File: src/hdl/core_pkg.sv
`default_nettype none

package core_pkg;

  // Data and address width of the core.
  localparam int unsigned xlen = 64;

  // Compressed instructions supported.
  // Selects halfword instead of word fetch alignment.
  localparam bit has_rvc = 1'b1;

  // Access size.
  // Codes follow the width part of the load/store funct3.
  // Codes 4 to 7 are illegal and always flagged.
  typedef enum logic [2:0] {
    size_byte  = 3'b000,
    size_hword = 3'b001,
    size_word  = 3'b010,
    size_dword = 3'b011
  } size_e;

  // Access kind.
  // A fetch ignores size and is_unsigned.
  typedef enum logic [1:0] {
    kind_load  = 2'b00,
    kind_store = 2'b01,
    kind_fetch = 2'b10
  } kind_e;

  // One request from the core.
  // Every field besides req is valid only while req is high.
  typedef struct packed {
    logic             req;
    kind_e            kind;
    size_e            size;
    logic             is_unsigned;
    logic [xlen-1:0]  addr;
    logic [xlen-1:0]  wdata;
  } mem_req_t;

endpackage

`default_nettype wire
File: src/hdl/mem_pkg.sv
`default_nettype none

package mem_pkg;

  // RAM depth in 64-bit words.
  localparam int unsigned ram_words = 256;

  // Word address width.
  localparam int unsigned ram_aw = $clog2(ram_words);

  // One strobe per byte lane.
  localparam int unsigned strb_w = core_pkg::xlen / 8;

  // Port from the store aligner into the RAM.
  // A read happens whenever en is high, a write only with we.
  typedef struct packed {
    logic                       en;
    logic                       we;
    logic [ram_aw-1:0]          waddr;
    logic [strb_w-1:0]          strb;
    logic [core_pkg::xlen-1:0]  wdata;
  } ram_port_t;

  // One RAM word seen as byte lanes or as halfword lanes.
  // A word lane is halfword 2k+1 over halfword 2k.
  typedef union packed {
    logic [strb_w-1:0][7:0]     b;
    logic [strb_w/2-1:0][15:0]  h;
  } lane_view_u;

endpackage

`default_nettype wire

File: src/hdl/store_aligner.sv
`timescale 1ns/1ps
`default_nettype none

module store_aligner (
  input  core_pkg::mem_req_t    req_i,
  input  wire                   permit_i,
  output mem_pkg::ram_port_t    ram_o
);

  // Byte offset inside the RAM word.
  logic [2:0]                 off;
  // Strobes before write gating.
  logic [mem_pkg::strb_w-1:0] strb_raw;
  // Store data copied into every lane of its size.
  mem_pkg::lane_view_u        lanes;
  logic                       en;
  logic                       we;

  assign off = req_i.addr[2:0];

  // Any permitted request uses the RAM.
  assign en = req_i.req & permit_i;
  assign we = en & (req_i.kind == core_pkg::kind_store);

  // Strobes and lane copies by size.
  always_comb begin
    lanes.b  = req_i.wdata;
    strb_raw = '0;
    case (req_i.size)
      core_pkg::size_byte: begin
        strb_raw = 8'h01 << off;
        for (int i = 0; i < mem_pkg::strb_w; i++) begin
          lanes.b[i] = req_i.wdata[7:0];
        end
      end
      core_pkg::size_hword: begin
        strb_raw = 8'h03 << off;
        for (int i = 0; i < mem_pkg::strb_w / 2; i++) begin
          lanes.h[i] = req_i.wdata[15:0];
        end
      end
      core_pkg::size_word: begin
        strb_raw = 8'h0f << off;
        // Low half into even halfwords, high half into odd ones.
        for (int i = 0; i < mem_pkg::strb_w / 4; i++) begin
          lanes.h[2*i]   = req_i.wdata[15:0];
          lanes.h[2*i+1] = req_i.wdata[31:16];
        end
      end
      core_pkg::size_dword: strb_raw = 8'hff;
      default:              strb_raw = '0;
    endcase
    // Each strobed lane holds the store byte at its place within the access.
    for (int i = 0; i < mem_pkg::strb_w; i++) begin
      if (strb_raw[i]) begin
        a_lane_data: assert (lanes.b[i] == req_i.wdata[8 * (i % (1 << req_i.size)) +: 8]);
      end
    end
  end

  assign ram_o.en    = en;
  assign ram_o.we    = we;
  assign ram_o.waddr = req_i.addr[mem_pkg::ram_aw+2:3];
  assign ram_o.strb  = we ? strb_raw : '0;
  assign ram_o.wdata = lanes;

endmodule

`default_nettype wire

File: config.mk
export PLATFORM = sky130hd
export DESIGN_NAME = store_aligner
export DESIGN_NICKNAME = d
export VERILOG_FILES = /design/src/hdl/core_pkg.sv /design/src/hdl/mem_pkg.sv /design/src/hdl/store_aligner.sv
export SDC_FILE = /design/constraint.sdc
export NUM_CORES = 1
export LEC_CHECK = 0
export BUFFER_PORTS_ARGS = -buffer_cell sky130_fd_sc_hd__buf_2
export CORE_AREA = 2 2 83 85
export DETAILED_ROUTE_END_ITERATION = 10
export DIE_AREA = 0 0 85 87
export PLACE_DENSITY = 0.66
export RECOVER_POWER = 100
export SLEW_MARGIN = 20
export SYNTH_ARGS = -nofsm -noshare
export SYNTH_HDL_FRONTEND = slang
export SYNTH_SLANG_ARGS = --single-unit
File: constraint.sdc
create_clock -name vclk -period 4.2
set_input_delay 1.26 -clock vclk [all_inputs]
set_output_delay 1.26 -clock vclk [all_outputs]
set_load 0.1 [all_outputs]
# Word level (Yosys, flattened, before mapping)

Cells that the tools add are included.

Memories: 0
Bits in latches: 0
Input port bits: 136
RAM bits: 0
Flip-flop bits (word level): 0
Output and inout port bits: 82
Bits in read-only memories: 0
Word-level logic and storage cells: 13

Magnitude comparators: 0
Reductions and logical operators: 1
Bitwise gates (word level): 2
Divide/modulo/power cells: 0
Muxes and demuxes: 3
Shift-type cells: 3
Equality and inequality tests: 4
Multipliers: 0
Add/sub/neg operators: 0

Operator list:

| cell                                                | number |
|---|---|
| case mux 64 bit (3 select lines)                    | 1 |
| case mux 8 bit (4 select lines)                     | 1 |
| 2-to-1 mux 8 bit                                    | 1 |
| << shifter 1 x 3 -> 8 bit, first input constant     | 1 |
| << shifter 2 x 3 -> 8 bit, first input constant     | 1 |
| << shifter 4 x 3 -> 8 bit, first input constant     | 1 |
| equality test 3 x 2 -> 1 bit, second input constant | 2 |
| equality test 3 x 1 -> 1 bit, second input constant | 1 |
| logical NOT 3 bit                                   | 1 |
| AND 1 bit                                           | 2 |
| equality test 2 x 1 -> 1 bit, second input constant | 1 |

# Depth between registers and ports, before layout

Depth in word-level cells: 3
Mapped depth: 6
Depth with buffers taken out: 3

# Worst setup path before layout

Ideal clock, no wire load.

Kind: input to output
Start: in req_i[129] in the netlist's numbering
End: out ram_o[48] in the netlist's numbering
Data required time: 2.940 ns
Stages on the path: 6
Path buffers: 3
Path slack: -1.059 ns
Arrival: 3.999 ns
Cells stage by stage: buf_6 nor2b_1 buf_2 buf_2 a21oi_1 o21ai_0

RTL lines:

| item            | line               | text |
|---|---|---|
| start, declared | store_aligner.sv:5 | `input core_pkg::mem_req_t req_i,` |
| end, declared   | store_aligner.sv:7 | `output mem_pkg::ram_port_t ram_o` |

==> results by group <==
Synthesis
  • Mapped Cells: 212
  • Synth Warn #: 0
  • Synthesized area: 0.00156 mm^2
  • Register area share after synthesis: 0%
  • Mapped Avg Cell Area: 7.37 um^2
  • Synthesized Nets: 348
  • Synth unique cells: 39

Clock network
  • Setup Fix Bufs, Post-CTS: 0
  • CTS Hold Buffers Added: 0
  • Post-cts sizing count: 0

Cells and area
  • Multi-input gate area: 0.00133 mm^2
  • Fillers: 665
  • Seq_cells: 0
  • Antenna cells: 0
  • Proportion of layout cells with a drive suffix above 1: 53.9%
  • # clk buffers: 0
  • Final Net Count: 470
  • Syn-to-layout area delta: 70.8%
  • FF/Latch Area: 0 um^2
  • Layout Cells excl Fill: 412
  • Post-route cell area: 0.00267 mm^2

Die
  • Chip height: 87 um
  • FP Rows: 30
  • Core footprint: 0.00657 mm^2
  • Die width: 85 um
  • Die area: 0.00740 mm^2
  • Initial Util: 23.8%
  • Top Ports: 218

Place
  • Routability cong.: 0.789
  • DP Worst Slack: 0.0414 ns
  • Cell Area, Placed: 0.00305 mm^2
  • IO Port Bufs: 148
  • # placed instances: 412
  • DP Wirelength: 5050 um

Timing
  • Max Clk Rate: 247 MHz
  • Worst slew pin tran: 1.17 ns
  • Worst hold margin: 2.52 ns
  • Final hold viol count: 0
  • RSZ-0062 raised after global routing: no
  • Slew HR: 22.6%
  • Final worst slack: 0.150 ns
  • Final setup viols: 0
  • Min cycle time layout: 4.05 ns
  • Tcrit/Tclk final: 96.4%
  • Max Transition Viols Final: 0

Pwr
  • Switching share of power: 73.3%
  • Psw: 520 uW
  • Clock power frac: 0%
  • P_int: 190 uW
  • Max VDD drop: 0.000148 V
  • Pwr dens: 266 mW/mm^2
  • Gate power share: 100.0%
  • Flop pwr share: 0%
  • Leakage Power: 0.00135 uW

Routing
  • DRT Pass-1 Iters: 4
  • Final WL: 6440 um
  • 1st-iter DRT viols: 58
  • # DRC: 0
  • Vias: 2,097
  • Antenna Nets Post-Route: 0
  • Vias per inst: 5.09
  • Drt wl/cell: 15.6 um

Worst setup path
  • Critical path fanouts, max: 24
  • Worst-path cell chain: buf_2, buf_4, a21oi_1, or3b_2, a31oi_2, buf_2
  • CP max stage delay: 0.46 ns
  • Worst path slowest cell: or3b_2
  • Required @ worst endpoint: 2.94 ns
  • CP most frequent cell: buf_2
  • Crit start category: primary input
  • Critical Path AT: 2.79 ns
  • Critical Path Sink Type: output port
  • Critical path class: primary input to output port

Outcome
  • Outcome: finished clean

Global routing
  • Antenna violations before repair: 1
  • Vias in the first global route: 2,013
  • Overall Global Routing Usage: 16.6%
  • Largest net degree at the start of global routing: 28
  • First-pass GRT wire length: 10,200 um
  • GRT Residual Overflow: 0

Run
  • # Max-Cap Violations: 0

Hold path
  • Hold crit path type: primary input to output port
-- Yosys cell counts (all sizes together) --
library cell,count,area [um^2]
xor2,1,8.76
clkbuf,4,15.0
a2bb2oi,8,70.1
o21ba,1,10.0
o21ai,19,95.1
nand3b,2,15.0
buf,35,270
nand2,18,67.6
nand3,1,5.00
a21oi,14,70.1
or3b,2,17.5
a31oi,4,25.0
nor2b,10,62.6
and2,9,56.3
mux2i,9,90.1
nor2,12,61.3
a221oi,1,8.76
nor3,1,5.00
inv,1,3.75
or4,1,7.51
or3,2,12.5
and4b,1,10.0
o211ai,1,7.51
mux2,24,312
and3b,1,8.76
nor4bb,2,20.0
or2,2,12.5
a21o,9,67.6
nor3b,1,7.51
a22o,8,70.1
a211o,8,70.1
-- per-layer routing --
layer  vias to the layer above  wire length (um)  part of all wire (%)  global-route usage (%)
met3                        12               423                   6.6                    2.18
met4                         2                90                   1.4                    2.02
met1                       983              2650                    41                    21.2
met2                        93              3260                    51                    30.3
met5                         -                13                  0.20                       0
li1                       1007                 -                     -                       -
-- cell families after synthesis --
kind of cell | count (synthesis) | synth area share, %
AO/OA/AOI/OAI | 73 | 31.6
AND/OR/NAND/NOR | 65 | 23.6
buffers and inverters | 40 | 18.5
multiplexers | 33 | 25.7
XOR/XNOR | 1 | 0.561
-- cells in the final DEF, fill, tap and decap left out, drive strengths merged, types with 2 or more instances in the layout --
cell | Yosys | layout
or2 | 2 | 2
mux2 | 24 | 24
or3b | 2 | 2
a31oi | 4 | 4
nor4bb | 2 | 2
clkbuf | 4 | 45
a2bb2oi | 8 | 8
a21oi | 14 | 14
and2 | 9 | 9
or3 | 2 | 2
a21o | 9 | 9
a22o | 8 | 8
nor2b | 10 | 10
nand3b | 2 | 2
o21ai | 19 | 19
a211o | 8 | 8
nor2 | 12 | 12
mux2i | 9 | 9
nand2 | 18 | 18
buf | 35 | 114
-- area by class of cell --
cell class | count | area share, %
Inverter | 1 | 0.141
Multi-Input combinational cell | 172 | 49.7
Tap cell | 80 | 3.75
Timing Repair Buffer | 159 | 46.4
-- critical path: cells and delay by family --
kind	cells	cell delay, ns
compound gates	2	0.26
simple gates	1	0.46
buf+inv	3	0.79
-- final timing paths --
path	start	end	slack, ns	cells after the start
setup / recovery	req_i[130]	ram_o[71]	0.15	6
hold / removal	req_i[68]	ram_o[73]	2.52	0
-- stage by stage --
stage          total power (uW)  TNS, ns  utilization, %
4_1_cts                     789        0            46.4
6_report                    710        0            40.6
3_3_place_gp                780        0            46.4
5_1_grt                     735        0            40.6
3_5_place_dp                788        0            46.4
2_1_floorplan               576    -1.02               -
-- power groups by stage --
| stage | Clock, uW | Sequential [uW] | Combinational, uW |
|---|---|---|---|
| finish | 0 | 0 | 710 |
| global route | 0 | 0 | 735 |
| CTS | 0 | 0 | 789 |
| detailed placement | 0 | 0 | 788 |
| global placement | 0 | 0 | 780 |
| floorplan | 0 | 0 | 576 |
No activity file was read; power rests on OpenSTA's default activity.
