File: config.mk
export PLATFORM = sky130hd
export DESIGN_NAME = load_aligner
export DESIGN_NICKNAME = d
export VERILOG_FILES = /design/src/hdl/core_pkg.sv /design/src/hdl/mem_pkg.sv /design/src/hdl/load_aligner.sv
export SDC_FILE = /design/constraint.sdc
export NUM_CORES = 1
export LEC_CHECK = 0
export BUFFER_PORTS_ARGS = -buffer_cell sky130_fd_sc_hd__buf_2
export CAP_MARGIN = 40
export CORE_ASPECT_RATIO = 0.7
export CORE_UTILIZATION = 39
export DETAILED_ROUTE_END_ITERATION = 10
export PLACE_DENSITY = 0.81
export SYNTH_ARGS = -nofsm -noshare
export SYNTH_HDL_FRONTEND = slang
export SYNTH_SLANG_ARGS = --single-unit
File: constraint.sdc
create_clock -name clk_i -period 3.33 [get_ports clk_i]
set_clock_uncertainty 0.15 [all_clocks]
set_input_delay 0.1665 -clock clk_i [delete_from_list [all_inputs] [get_ports clk_i]]
set_output_delay 0.1665 -clock clk_i [all_outputs]
set_load 0.005 [all_outputs]
File: src/hdl/core_pkg.sv
`default_nettype none

package core_pkg;

  // Data and address width of the core.
  localparam int unsigned xlen = 64;

  // Compressed instructions supported.
  // Selects halfword instead of word fetch alignment.
  localparam bit has_rvc = 1'b1;

  // Access size.
  // Codes follow the width part of the load/store funct3.
  // Codes 4 to 7 are illegal and always flagged.
  typedef enum logic [2:0] {
    size_byte  = 3'b000,
    size_hword = 3'b001,
    size_word  = 3'b010,
    size_dword = 3'b011
  } size_e;

  // Access kind.
  // A fetch ignores size and is_unsigned.
  typedef enum logic [1:0] {
    kind_load  = 2'b00,
    kind_store = 2'b01,
    kind_fetch = 2'b10
  } kind_e;

  // One request from the core.
  // Every field besides req is valid only while req is high.
  typedef struct packed {
    logic             req;
    kind_e            kind;
    size_e            size;
    logic             is_unsigned;
    logic [xlen-1:0]  addr;
    logic [xlen-1:0]  wdata;
  } mem_req_t;

endpackage

`default_nettype wire
File: src/hdl/mem_pkg.sv
`default_nettype none

package mem_pkg;

  // RAM depth in 64-bit words.
  localparam int unsigned ram_words = 256;

  // Word address width.
  localparam int unsigned ram_aw = $clog2(ram_words);

  // One strobe per byte lane.
  localparam int unsigned strb_w = core_pkg::xlen / 8;

  // Port from the store aligner into the RAM.
  // A read happens whenever en is high, a write only with we.
  typedef struct packed {
    logic                       en;
    logic                       we;
    logic [ram_aw-1:0]          waddr;
    logic [strb_w-1:0]          strb;
    logic [core_pkg::xlen-1:0]  wdata;
  } ram_port_t;

  // One RAM word seen as byte lanes or as halfword lanes.
  // A word lane is halfword 2k+1 over halfword 2k.
  typedef union packed {
    logic [strb_w-1:0][7:0]     b;
    logic [strb_w/2-1:0][15:0]  h;
  } lane_view_u;

endpackage

`default_nettype wire

File: src/hdl/load_aligner.sv
`timescale 1ns/1ps
`default_nettype none

module load_aligner (
  input  wire                         clk_i,
  input  wire                         rst_n_i,
  input  core_pkg::mem_req_t          req_i,
  input  wire [core_pkg::xlen-1:0]    rdata_i,
  input  wire                         misaligned_i,
  output logic                        ack_o,
  output logic [core_pkg::xlen-1:0]   rdata_o
);

  // Request info held for the response cycle.
  logic               ack_q;
  core_pkg::kind_e    kind_q;
  core_pkg::size_e    size_q;
  logic               unsigned_q;
  logic [2:0]         off_q;

  // RAM word as lanes.
  mem_pkg::lane_view_u        rd;
  logic [7:0]                 sel_b;
  logic [15:0]                sel_h;
  logic [31:0]                sel_w;
  logic [31:0]                fetch_w;
  logic [core_pkg::xlen-1:0]  result;

  always_ff @(posedge clk_i or negedge rst_n_i) begin
    if (!rst_n_i) begin
      ack_q      <= 1'b0;
      kind_q     <= core_pkg::kind_load;
      size_q     <= core_pkg::size_byte;
      unsigned_q <= 1'b0;
      off_q      <= '0;
    end else begin
      ack_q      <= req_i.req;
      kind_q     <= req_i.kind;
      size_q     <= req_i.size;
      unsigned_q <= req_i.is_unsigned;
      off_q      <= req_i.addr[2:0];
    end
  end

  assign rd = rdata_i;

  // Lane select at the registered offset.
  assign sel_b = rd.b[off_q];
  assign sel_h = rd.h[off_q[2:1]];
  assign sel_w = {rd.h[{off_q[2], 1'b1}], rd.h[{off_q[2], 1'b0}]};

  // Fetch takes four bytes from the offset.
  // Bytes past the word end read as zero.
  always_comb begin
    logic [3:0] idx;
    fetch_w = '0;
    for (int i = 0; i < 4; i++) begin
      idx = {1'b0, off_q} + 4'(i);
      fetch_w[8*i +: 8] = idx[3] ? 8'h00 : rd.b[idx[2:0]];
    end
  end

  // Extension by size, sign only for signed loads.
  always_comb begin
    result = '0;
    case (kind_q)
      core_pkg::kind_load: begin
        case (size_q)
          core_pkg::size_byte:
            result = {{(core_pkg::xlen-8){sel_b[7] & ~unsigned_q}}, sel_b};
          core_pkg::size_hword:
            result = {{(core_pkg::xlen-16){sel_h[15] & ~unsigned_q}}, sel_h};
          core_pkg::size_word:
            result = {{(core_pkg::xlen-32){sel_w[31] & ~unsigned_q}}, sel_w};
          core_pkg::size_dword:
            result = rdata_i;
          default:
            result = '0;
        endcase
      end
      core_pkg::kind_fetch: result = {{(core_pkg::xlen-32){1'b0}}, fetch_w};
      // Stores return nothing.
      default:              result = '0;
    endcase
  end

  // Flagged accesses and idle cycles return zero.
  assign rdata_o = (ack_q && !misaligned_i) ? result : '0;
  assign ack_o   = ack_q;

endmodule

`default_nettype wire

# Yosys cells after proc, flatten, opt, wreduce, memory -nomap -nowiden
# Index checks and enable logic that the tools add are counted.
dict set report totals {
  latch_bits 0
  romBits 0
  word_cells 47
  n_memories 0
  ramBits 0
  reg_bits 10
}
dict set report classes {
  n_mux 20
  n_reduce_logical 4
  n_mul 0
  div_mod_pow 0
  bitwise_logic 4
  n_lt_le_gt_ge 7
  eq_ne 4
  n_addsub 3
  shift 0
}
# op count
set ops {}
lappend ops {{$pmux 64 s4} 1}
lappend ops {{$pmux 64 s2} 1}
lappend ops {{$bmux 8 s3} 4}
lappend ops {{$mux 16} 5}
lappend ops {{$mux 64} 1}
lappend ops {{$mux 8} 7}
lappend ops {{$bmux 16 s2} 1}
lappend ops {{$lt 3x4->1 const B} 4}
lappend ops {{$lt 2x3->1 const B} 3}
lappend ops {{$add 3x2->4 const B} 2}
lappend ops {{$eq 3x2->1 const B} 2}
lappend ops {{$add 3x1->4 const B} 1}
lappend ops {{$and 1x1->1} 3}
lappend ops {{$eq 3x1->1 const B} 1}
lappend ops {{$logic_not 3->1} 1}
lappend ops {{$eq 2x2->1 const B} 1}
lappend ops {{$logic_not 2->1} 1}
lappend ops {{$logic_and 1x1->1} 1}
lappend ops {{$logic_not 1->1} 1}
lappend ops {{$not 1->1} 1}

# Longest topological paths before layout
# Gate-level depths: netlist of the first run.
dict set report depth {
  ltp_word 6
  depth_mapped 11
}

# Worst setup path after synthesis of the first run
# Ideal clock, no wire load.
dict set report synth_path {
  kind {reg-to-output}
  startpoint {reg off_q[0]}
  endpoint {out rdata_o[30] (netlist bit)}
  arrival_time_ns 2.946
  slack_ns 0.067
  path_stages_with_launch 12
  cell_sequence {dfrtp_1 -> buf_6 -> buf_4 -> buf_4 -> buf_4 -> inv_1 -> ha_1 -> clkbuf_1 -> buf_1 -> mux4_2 -> a221oi_1 -> a21oi_1}
}
dict set report synth_via {
  elab_chain_len 6
  word_cells_on_any_way 10
  classes_between {add/sub: 1; mux: 8; bitwise: 1}
}
# item line
set synth_lines {}
lappend synth_lines {{start: declaration} load_aligner.sv:19} ;# logic [2:0] off_q;
lappend synth_lines {{start signal: assignment} load_aligner.sv:41} ;# off_q <= req_i.addr[2:0];
lappend synth_lines {{$add 3x2->4 or $bmux 8 s3 (tied branches)} {load_aligner.sv:58, load_aligner.sv:48}}
lappend synth_lines {{$bmux 8 s3 or $mux 8 (tied branches)} {load_aligner.sv:59, load_aligner.sv:48}}
lappend synth_lines {{$mux 8 (implied by the code) or $and 1x1->1 (tied branches)} {load_aligner.sv:59, load_aligner.sv:70}}
lappend synth_lines {{$mux 8 or $pmux 64 s4 (tied branches)} {load_aligner.sv:59, load_aligner.sv:68}}
lappend synth_lines {{$pmux 64 s2 *} load_aligner.sv:66} ;# case (kind_q)
lappend synth_lines {{$mux 64 *} load_aligner.sv:88} ;# assign rdata_o = (ack_q && !misaligned_i) ? result : '0;
lappend synth_lines {{end: declaration} load_aligner.sv:11} ;# output logic [core_pkg::xlen-1:0] rdata_o
# Mark *: on every way between the ends. The rest lies on a longest branch, timed or not. The select of a mux whose other input is x is not followed.

# Worst setup path in the final report of the first run
dict set report layout_path {
  startpoint {reg off_q[0]}
  endpoint {out rdata_o[31] (netlist bit)}
}
# The elaborated chain is that of the path after synthesis.

==> results of run 1 <==
[timing repair]
item | in CTS | in global routing
hold buffers | 11 | 0
endpoints found under the hold margin | 20 | 0
endpoints found under the setup margin | 0 | 0
gates resized for setup | 0 | 0
[cells in the final DEF, fill, tap and decap left out, types with 8 or more instances in the layout]
cell type / instances
sky130_fd_sc_hd__dfrtp_1: 8
sky130_fd_sc_hd__mux2i_1: 33
sky130_fd_sc_hd__buf_4: 19
sky130_fd_sc_hd__a31oi_1: 9
sky130_fd_sc_hd__mux2_2: 8
sky130_fd_sc_hd__a21oi_1: 66
sky130_fd_sc_hd__dlygate4sd3_1: 11
sky130_fd_sc_hd__o22ai_1: 10
sky130_fd_sc_hd__mux4_2: 57
sky130_fd_sc_hd__nand2_1: 90
sky130_fd_sc_hd__a221oi_1: 8
sky130_fd_sc_hd__and3_1: 8
sky130_fd_sc_hd__nor2_1: 19
sky130_fd_sc_hd__buf_2: 141
sky130_fd_sc_hd__a22oi_1: 8
[sequential cells by signal (all words and copies together), names as in the netlist]
signal,count
off_q,3
size_q,3
kind_q,2
ack_o,1
unsigned_q,1
[path summary, 6_finish.rpt]
kind                                         to  slack [ns]  cells after the start
min in group clk_i          size_q[0]$_DFF_PN0_        0.42                      2
worst max-delay path                rdata_o[31]        0.14                      6
worst min-delay path       unsigned_q$_DFF_PN0_        0.20                      2
max in group asynchronous    off_q[0]$_DFF_PN0_        2.59                      2
[cell type report]
cell class | count | area, um^2 | area share (%)
Inverter | 6 | 22.5 | 0.470
Timing Repair Buffer | 172 | 978 | 20.4
Clock buffer | 4 | 78.8 | 1.65
Tap cell | 124 | 155 | 3.24
Sequential cell | 10 | 255 | 5.33
Multi-Input combinational cell | 372 | 3300 | 68.9
[through the flow]
step	util [%]	power [mW]	cells
floorplan	-	0.497	435
detailed placement	49.5	0.687	673
global placement	49.5	0.666	673
global route	51.6	0.971	688
finish	51.6	0.934	688
CTS	51.6	0.915	688
[kinds of logic (layout without fill, tap and decap cells)]
logic type,count (synthesis),in the layout,synth area share (%)
compound gates,121,121,19.6
xor+xnor,2,2,0.460
fa+ha+maj,4,4,1.31
buf+inv,53,182,6.83
flops,10,10,6.57
mux,103,103,48.2
simple gates,142,142,17.1
[critical path, cell delays in order, from the launching register on]
cell	delay, ns
sky130_fd_sc_hd__dfrtp_4	0.64
sky130_fd_sc_hd__inv_1	0.12
sky130_fd_sc_hd__ha_1	0.61
sky130_fd_sc_hd__mux4_2	0.59
sky130_fd_sc_hd__a221oi_1	0.38
sky130_fd_sc_hd__a21oi_1	0.14
sky130_fd_sc_hd__buf_2	0.14
[where the power goes]
part | total, mW | internal, mW | switching [mW] | leakage (nW)
clock | 0.220 | 0.161 | 0.0594 | 0.0382
sequential | 0.145 | 0.129 | 0.0166 | 0.115
combinational | 0.569 | 0.275 | 0.294 | 1.89
total | 0.934 | 0.564 | 0.370 | 2.05
[per-layer routing]
layer,up-vias,global-route usage [%]
met4,0,8.64
li1,1973,-
met3,54,9.71
met5,-,0
met2,442,46.0
met1,2237,42.6
==> run_results.csv, run 1 <==
group,metric,value,unit
synthesis,synthesis.nets,641,
sta,timing.final.max_slew_violations,0,
synthesis,yosys_warnings,0,
sta,finalSetupViolations,0,
min_path,holdCritPathClass,"input port to asynchronous set/reset pin",
final_layout,antenna-diode-count,0,
final_layout,final_cell_area,4790,um^2
detailed_routing,avgViaCountPerCell,6.84,
final_layout,layout.filler_cells,889,
floorplan,initial_core_util,41.0,%
synthesis,synth.area.top_cells,"sky130_fd_sc_hd__mux4_2, sky130_fd_sc_hd__nand2_1, sky130_fd_sc_hd__a21oi_1, sky130_fd_sc_hd__mux2i_1, sky130_fd_sc_hd__dfrtp_1",
power_and_ir_drop,cellPowerDensity,195,nW/um^2
grt,grt_usage,30.7,%
outcome,run_status,"finished clean",
grt,grt_max_degree,41,
floorplan,design.core.area,9290,um^2
critical_path,crit_start,"off_q[0]$_DFF_PN0_",
synthesis,synthCells,435,
synthesis,synthDominantAreaCellType,"sky130_fd_sc_hd__mux4_2",
sta,fin_hold_ws,0.200,ns
cts,cts_inserted_buffers,3,
synthesis,synth.most_common_cell,"sky130_fd_sc_hd__nand2_1",
place,routabilityCongestion,0.970,
synthesis,ys_types,42,
synthesis,postSynth.topFlopCell,"sky130_fd_sc_hd__dfrtp_1",
cts,postCtsSetupRepairBufs,0,
synthesis,synth.top_cells.by_count,"sky130_fd_sc_hd__nand2_1, sky130_fd_sc_hd__a21oi_1, sky130_fd_sc_hd__mux4_2",
floorplan,placementRows,29,
grt,grt_pass1_vias,4463,
detailed_routing,drc_errors,0,
place,numPortBuffers,141,
final_layout,syn2layout_area_growth,25.7,%
synthesis,postSynthRegisterBits,10,
synthesis,syn_avg_cell_area,8.76,um^2
floorplan,floorplan.die_area,10200,um^2
cts,cts.root.buffer_cell,"sky130_fd_sc_hd__clkbuf_16",
place,placed_cell_area,4600,um^2
floorplan,ios,267,
sta,worst-slew-pin-transition,0.776,ns
synthesis,async_reset_ff_share,100,%
synthesis,sequential_share_of_the_synthesized_area,6.57,%
final_layout,final_nets,771,
synthesis,synth.cell_area,3810,um^2
cts,cts_max_level,1,
sta,clock.fmax,313,MHz
critical_path,path_max_fanout,20,
floorplan,floorplan.die.height,84.7,um
final_layout,final_layout_size_suffix_gt1_share,42.0,%
grt,grt_pass1_wl,24500,um
detailed_routing,routed.top_layer,"met4",
critical_path,critPathCaptureType,"output port",
floorplan,die_width,120,um
detailed_routing,routed_wl,15800,um
detailed_routing,dr.first_iter.drc_count,610,
detailed_routing,route.met2.wl,6850,um
critical_path,critical_path_arrival,2.88,ns
run,cap_violations,0,
detailed_routing,dr_total_vias,4706,
sta,finalHoldViolations,0,
synthesis,synth_top_area_share,33.7,%
place,detailedPlacementHpwl,11600,um
sta,min_period_over_period,95.9,%
cts,clk_pin_slew_worst_paths,0.04,ns
grt,number_of_antenna_violations_at_the_first_check_in_global_routing,0,
synthesis,edff_count_synth,0,
place,place_worst_setup_slack,0.425,ns
sta,fin_crit,3.19,ns
sta,postLayoutSetupSlackWorst,0.135,ns
cts,ctsLongestPathBuffers,2,
critical_path,setup.worst_path.class,"flip-flop to output port",
detailed_routing,postRouteAntennaNets,0,
sta,unrepaired_setup_endpoints_after_global_routing,"false",
detailed_routing,length_of_routed_wiring_on_met1,5970,um
critical_path,cp.required,3.01,ns
grt,globalRouteOverflowTotal,0,
sta,timing.slew.headroom,48.2,%
power_and_ir_drop,cellLeakagePower,2.05,nW
sta,totalNegativeSetupSlack,0,ns
detailed_routing,dr_pass1_iterations,5,
detailed_routing,route.met3.wl,2550,um
detailed_routing,routed_wire_length_per_instance,23.0,um
cts,clock-sinks,10,
power_and_ir_drop,ir_worst_vdd,200,uV
critical_path,critical_path.startpoint_type,"flip-flop",
cts,cts_tree,"yes",
No activity file was read; power rests on OpenSTA's default activity.
==> inputs of run 2 (changes only) <==
--- a/config.mk
+++ b/config.mk
@@ -12,3 +12,3 @@
 export DETAILED_ROUTE_END_ITERATION = 10
-export PLACE_DENSITY = 0.81
+export PLACE_DENSITY = 0.8
 export SYNTH_ARGS = -nofsm -noshare
==> constraint.sdc (replaced) <==
create_clock -name clk_i -period 3.33 [get_ports clk_i]
set_clock_uncertainty 0.15 [all_clocks]
set_input_delay 0.333 -clock clk_i [delete_from_list [all_inputs] [get_ports clk_i]]
set_output_delay 0.333 -clock clk_i [all_outputs]
set_load 0.005 [all_outputs]
==> run 2 against run 1 <==
Against the previous run: via count decreased by 3.5%; clock power increased by 5%; sequential share of layout area increased by 0.083 points; die area unchanged.
==> run_results.csv, run 2 (synthesis results as in run 1) <==
group,metric,value,unit
final_layout,top_regs,"off_q (3), size_q (3), kind_q (2)",
sta,timing.slew.headroom,37.1,%
final_layout,final_layout_size_suffix_gt1_share,42.9,%
cts,postCtsSetupRepairBufs,0,
sta,worst-slew-pin-transition,0.942,ns
grt,globalRouteOverflowTotal,0,
power_and_ir_drop,netSwitchingPower,0.356,mW
power_and_ir_drop,ir_worst_vdd,426,uV
critical_path,critical_path.startpoint_type,"flip-flop",
critical_path,critPathCaptureType,"output port",
critical_path,cp.required,2.85,ns
place,place_worst_setup_slack,0.474,ns
sta,postLayoutSetupSlackWorst,0.209,ns
floorplan,ios,267,
critical_path,critical_path_arrival,2.64,ns
detailed_routing,postRouteAntennaNets,0,
floorplan,floorplan.die.height,84.7,um
sta,finalSetupViolations,0,
place,detailedPlacementHpwl,11300,um
cts,cts_inserted_buffers,3,
cts,cts_tree,"yes",
critical_path,path_max_fanout,12,
floorplan,design.core.area,9290,um^2
cts,clk_pin_slew_worst_paths,0.04,ns
final_layout,antenna-diode-count,0,
grt,grt_max_degree,37,
sta,fin_crit,3.12,ns
power_and_ir_drop,power.share.combinational,59.9,%
detailed_routing,dr_pass1_iterations,5,
detailed_routing,dr_total_vias,4540,
cts,cts_max_level,1,
final_layout,stdcell_count,679,
min_path,holdCritPathClass,"input port to flip-flop",
power_and_ir_drop,p_clk_share,24.8,%
power_and_ir_drop,power.sequential.fraction,15.3,%
detailed_routing,avgViaCountPerCell,6.69,
power_and_ir_drop,intPower,0.574,mW
place,routabilityCongestion,0.963,
grt,number_of_antenna_violations_at_the_first_check_in_global_routing,0,
grt,grt_pass1_wl,24100,um
sta,min_period_over_period,93.7,%
sta,totalNegativeSetupSlack,0,ns
sta,unrepaired_setup_endpoints_after_global_routing,"false",
critical_path,crit_start,"off_q[0]$_DFF_PN0_",
detailed_routing,dr.first_iter.drc_count,645,
cts,clock-sinks,10,
floorplan,die_width,120,um
sta,fin_hold_ws,0.0570,ns
run,cap_violations,0,
final_layout,layout_common_cells,"sky130_fd_sc_hd__buf_2, sky130_fd_sc_hd__nand2_1, sky130_fd_sc_hd__a21oi_1",
power_and_ir_drop,swShare,38.3,%
power_and_ir_drop,cellLeakagePower,2.01,nW
critical_path,worstSetupEndpoint,"rdata_o[11]",
critical_path,setup.worst_path.class,"flip-flop to output port",
sta,timing.final.max_slew_violations,0,
outcome,run_status,"finished clean",
final_layout,syn2layout_area_growth,23.2,%
place,numPortBuffers,141,
detailed_routing,drc_errors,0,
grt,grt_pass1_vias,4334,
grt,grt_usage,30.2,%
power_and_ir_drop,cellPowerDensity,198,nW/um^2
sta,finalHoldViolations,0,
sta,clock.fmax,320,MHz
detailed_routing,routed_wire_length_per_instance,22.9,um
final_layout,most_common_cell_after_layout_fill_and_taps_aside,"sky130_fd_sc_hd__buf_2",
detailed_routing,routed_wl,15500,um
floorplan,initial_core_util,41.0,%
power_and_ir_drop,p_total,0.930,mW
place,placed_cells_incl_taps,674,
cts,cts.root.buffer_cell,"sky130_fd_sc_hd__clkbuf_16",
cts,ctsLongestPathBuffers,2,
final_layout,final_nets,762,
floorplan,placementRows,29,
floorplan,floorplan.die_area,10200,um^2
[run 2: critical path, stage by stage, from the launching register on]
cell and delay [ns]:
sky130_fd_sc_hd__dfrtp_4 0.54, sky130_fd_sc_hd__ha_1 0.23, sky130_fd_sc_hd__xnor2_1 0.47, sky130_fd_sc_hd__buf_4 0.33, sky130_fd_sc_hd__mux4_2 0.33, sky130_fd_sc_hd__mux2i_1 0.17
sky130_fd_sc_hd__o22ai_1 0.15, sky130_fd_sc_hd__buf_2 0.17
[run 2: routing by layer]
| metal | vias to the layer above | GRT usage, % | routed length, um |
|---|---|---|---|
| li1 | 1958 | - | - |
| met1 | 2111 | 43.5 | 6140 |
| met2 | 423 | 43.1 | 6620 |
| met3 | 48 | 9.44 | 2410 |
| met4 | 0 | 8.75 | 352 |
| met5 | - | 0 | 0 |
[run 2: how the worst min path moves through the flow]
stage                     slack, ns             endpoint       start  cells after the start
final                          0.06   off_q[0]$_DFF_PN0_   req_i[64]                      1
after detailed placement       0.05  size_q[0]$_DFF_PN0_     rst_n_i                      1
after global placement         0.04  size_q[2]$_DFF_PN0_     rst_n_i                      1
after floorplan               -0.11      ack_o$_DFF_PN0_     rst_n_i                      0
after CTS                      0.06   off_q[0]$_DFF_PN0_   req_i[64]                      1
after global routing           0.06  size_q[2]$_DFF_PN0_  req_i[131]                      1
[run 2: cell type report]
| class | instances | area, um^2 |
|---|---|---|
| fill | 931 | 4590 |
| multi-input combinational | 372 | 3300 |
| timing repair buffer | 163 | 873 |
| sequential | 10 | 254 |
| tap | 124 | 155 |
| clock buffer | 4 | 88.8 |
| inverter | 6 | 22.5 |
[run 2: power by group through the flow]
stage	registers (mW)	clock network (mW)	logic, mW
global route	0.143	0.242	0.590
finish	0.142	0.231	0.557
global placement	0.143	0	0.525
floorplan	0.135	0	0.362
CTS	0.142	0.234	0.544
detailed placement	0.143	0	0.541
[run 2: through the flow]
| stage | utilization, % | instance area (um^2) |
|---|---|---|
| after floorplan | - | 3810 |
| after global placement | 49.5 | 4600 |
| after detailed placement | 49.5 | 4600 |
| after CTS | 50.5 | 4690 |
| after global routing | 50.5 | 4690 |
| final | 50.5 | 4690 |
[run 2: what timing repair did]
action | in CTS | in global routing
endpoints found under the hold margin | 10 | 0
resized for setup | 0 | 0
hold buffers | 1 | 0
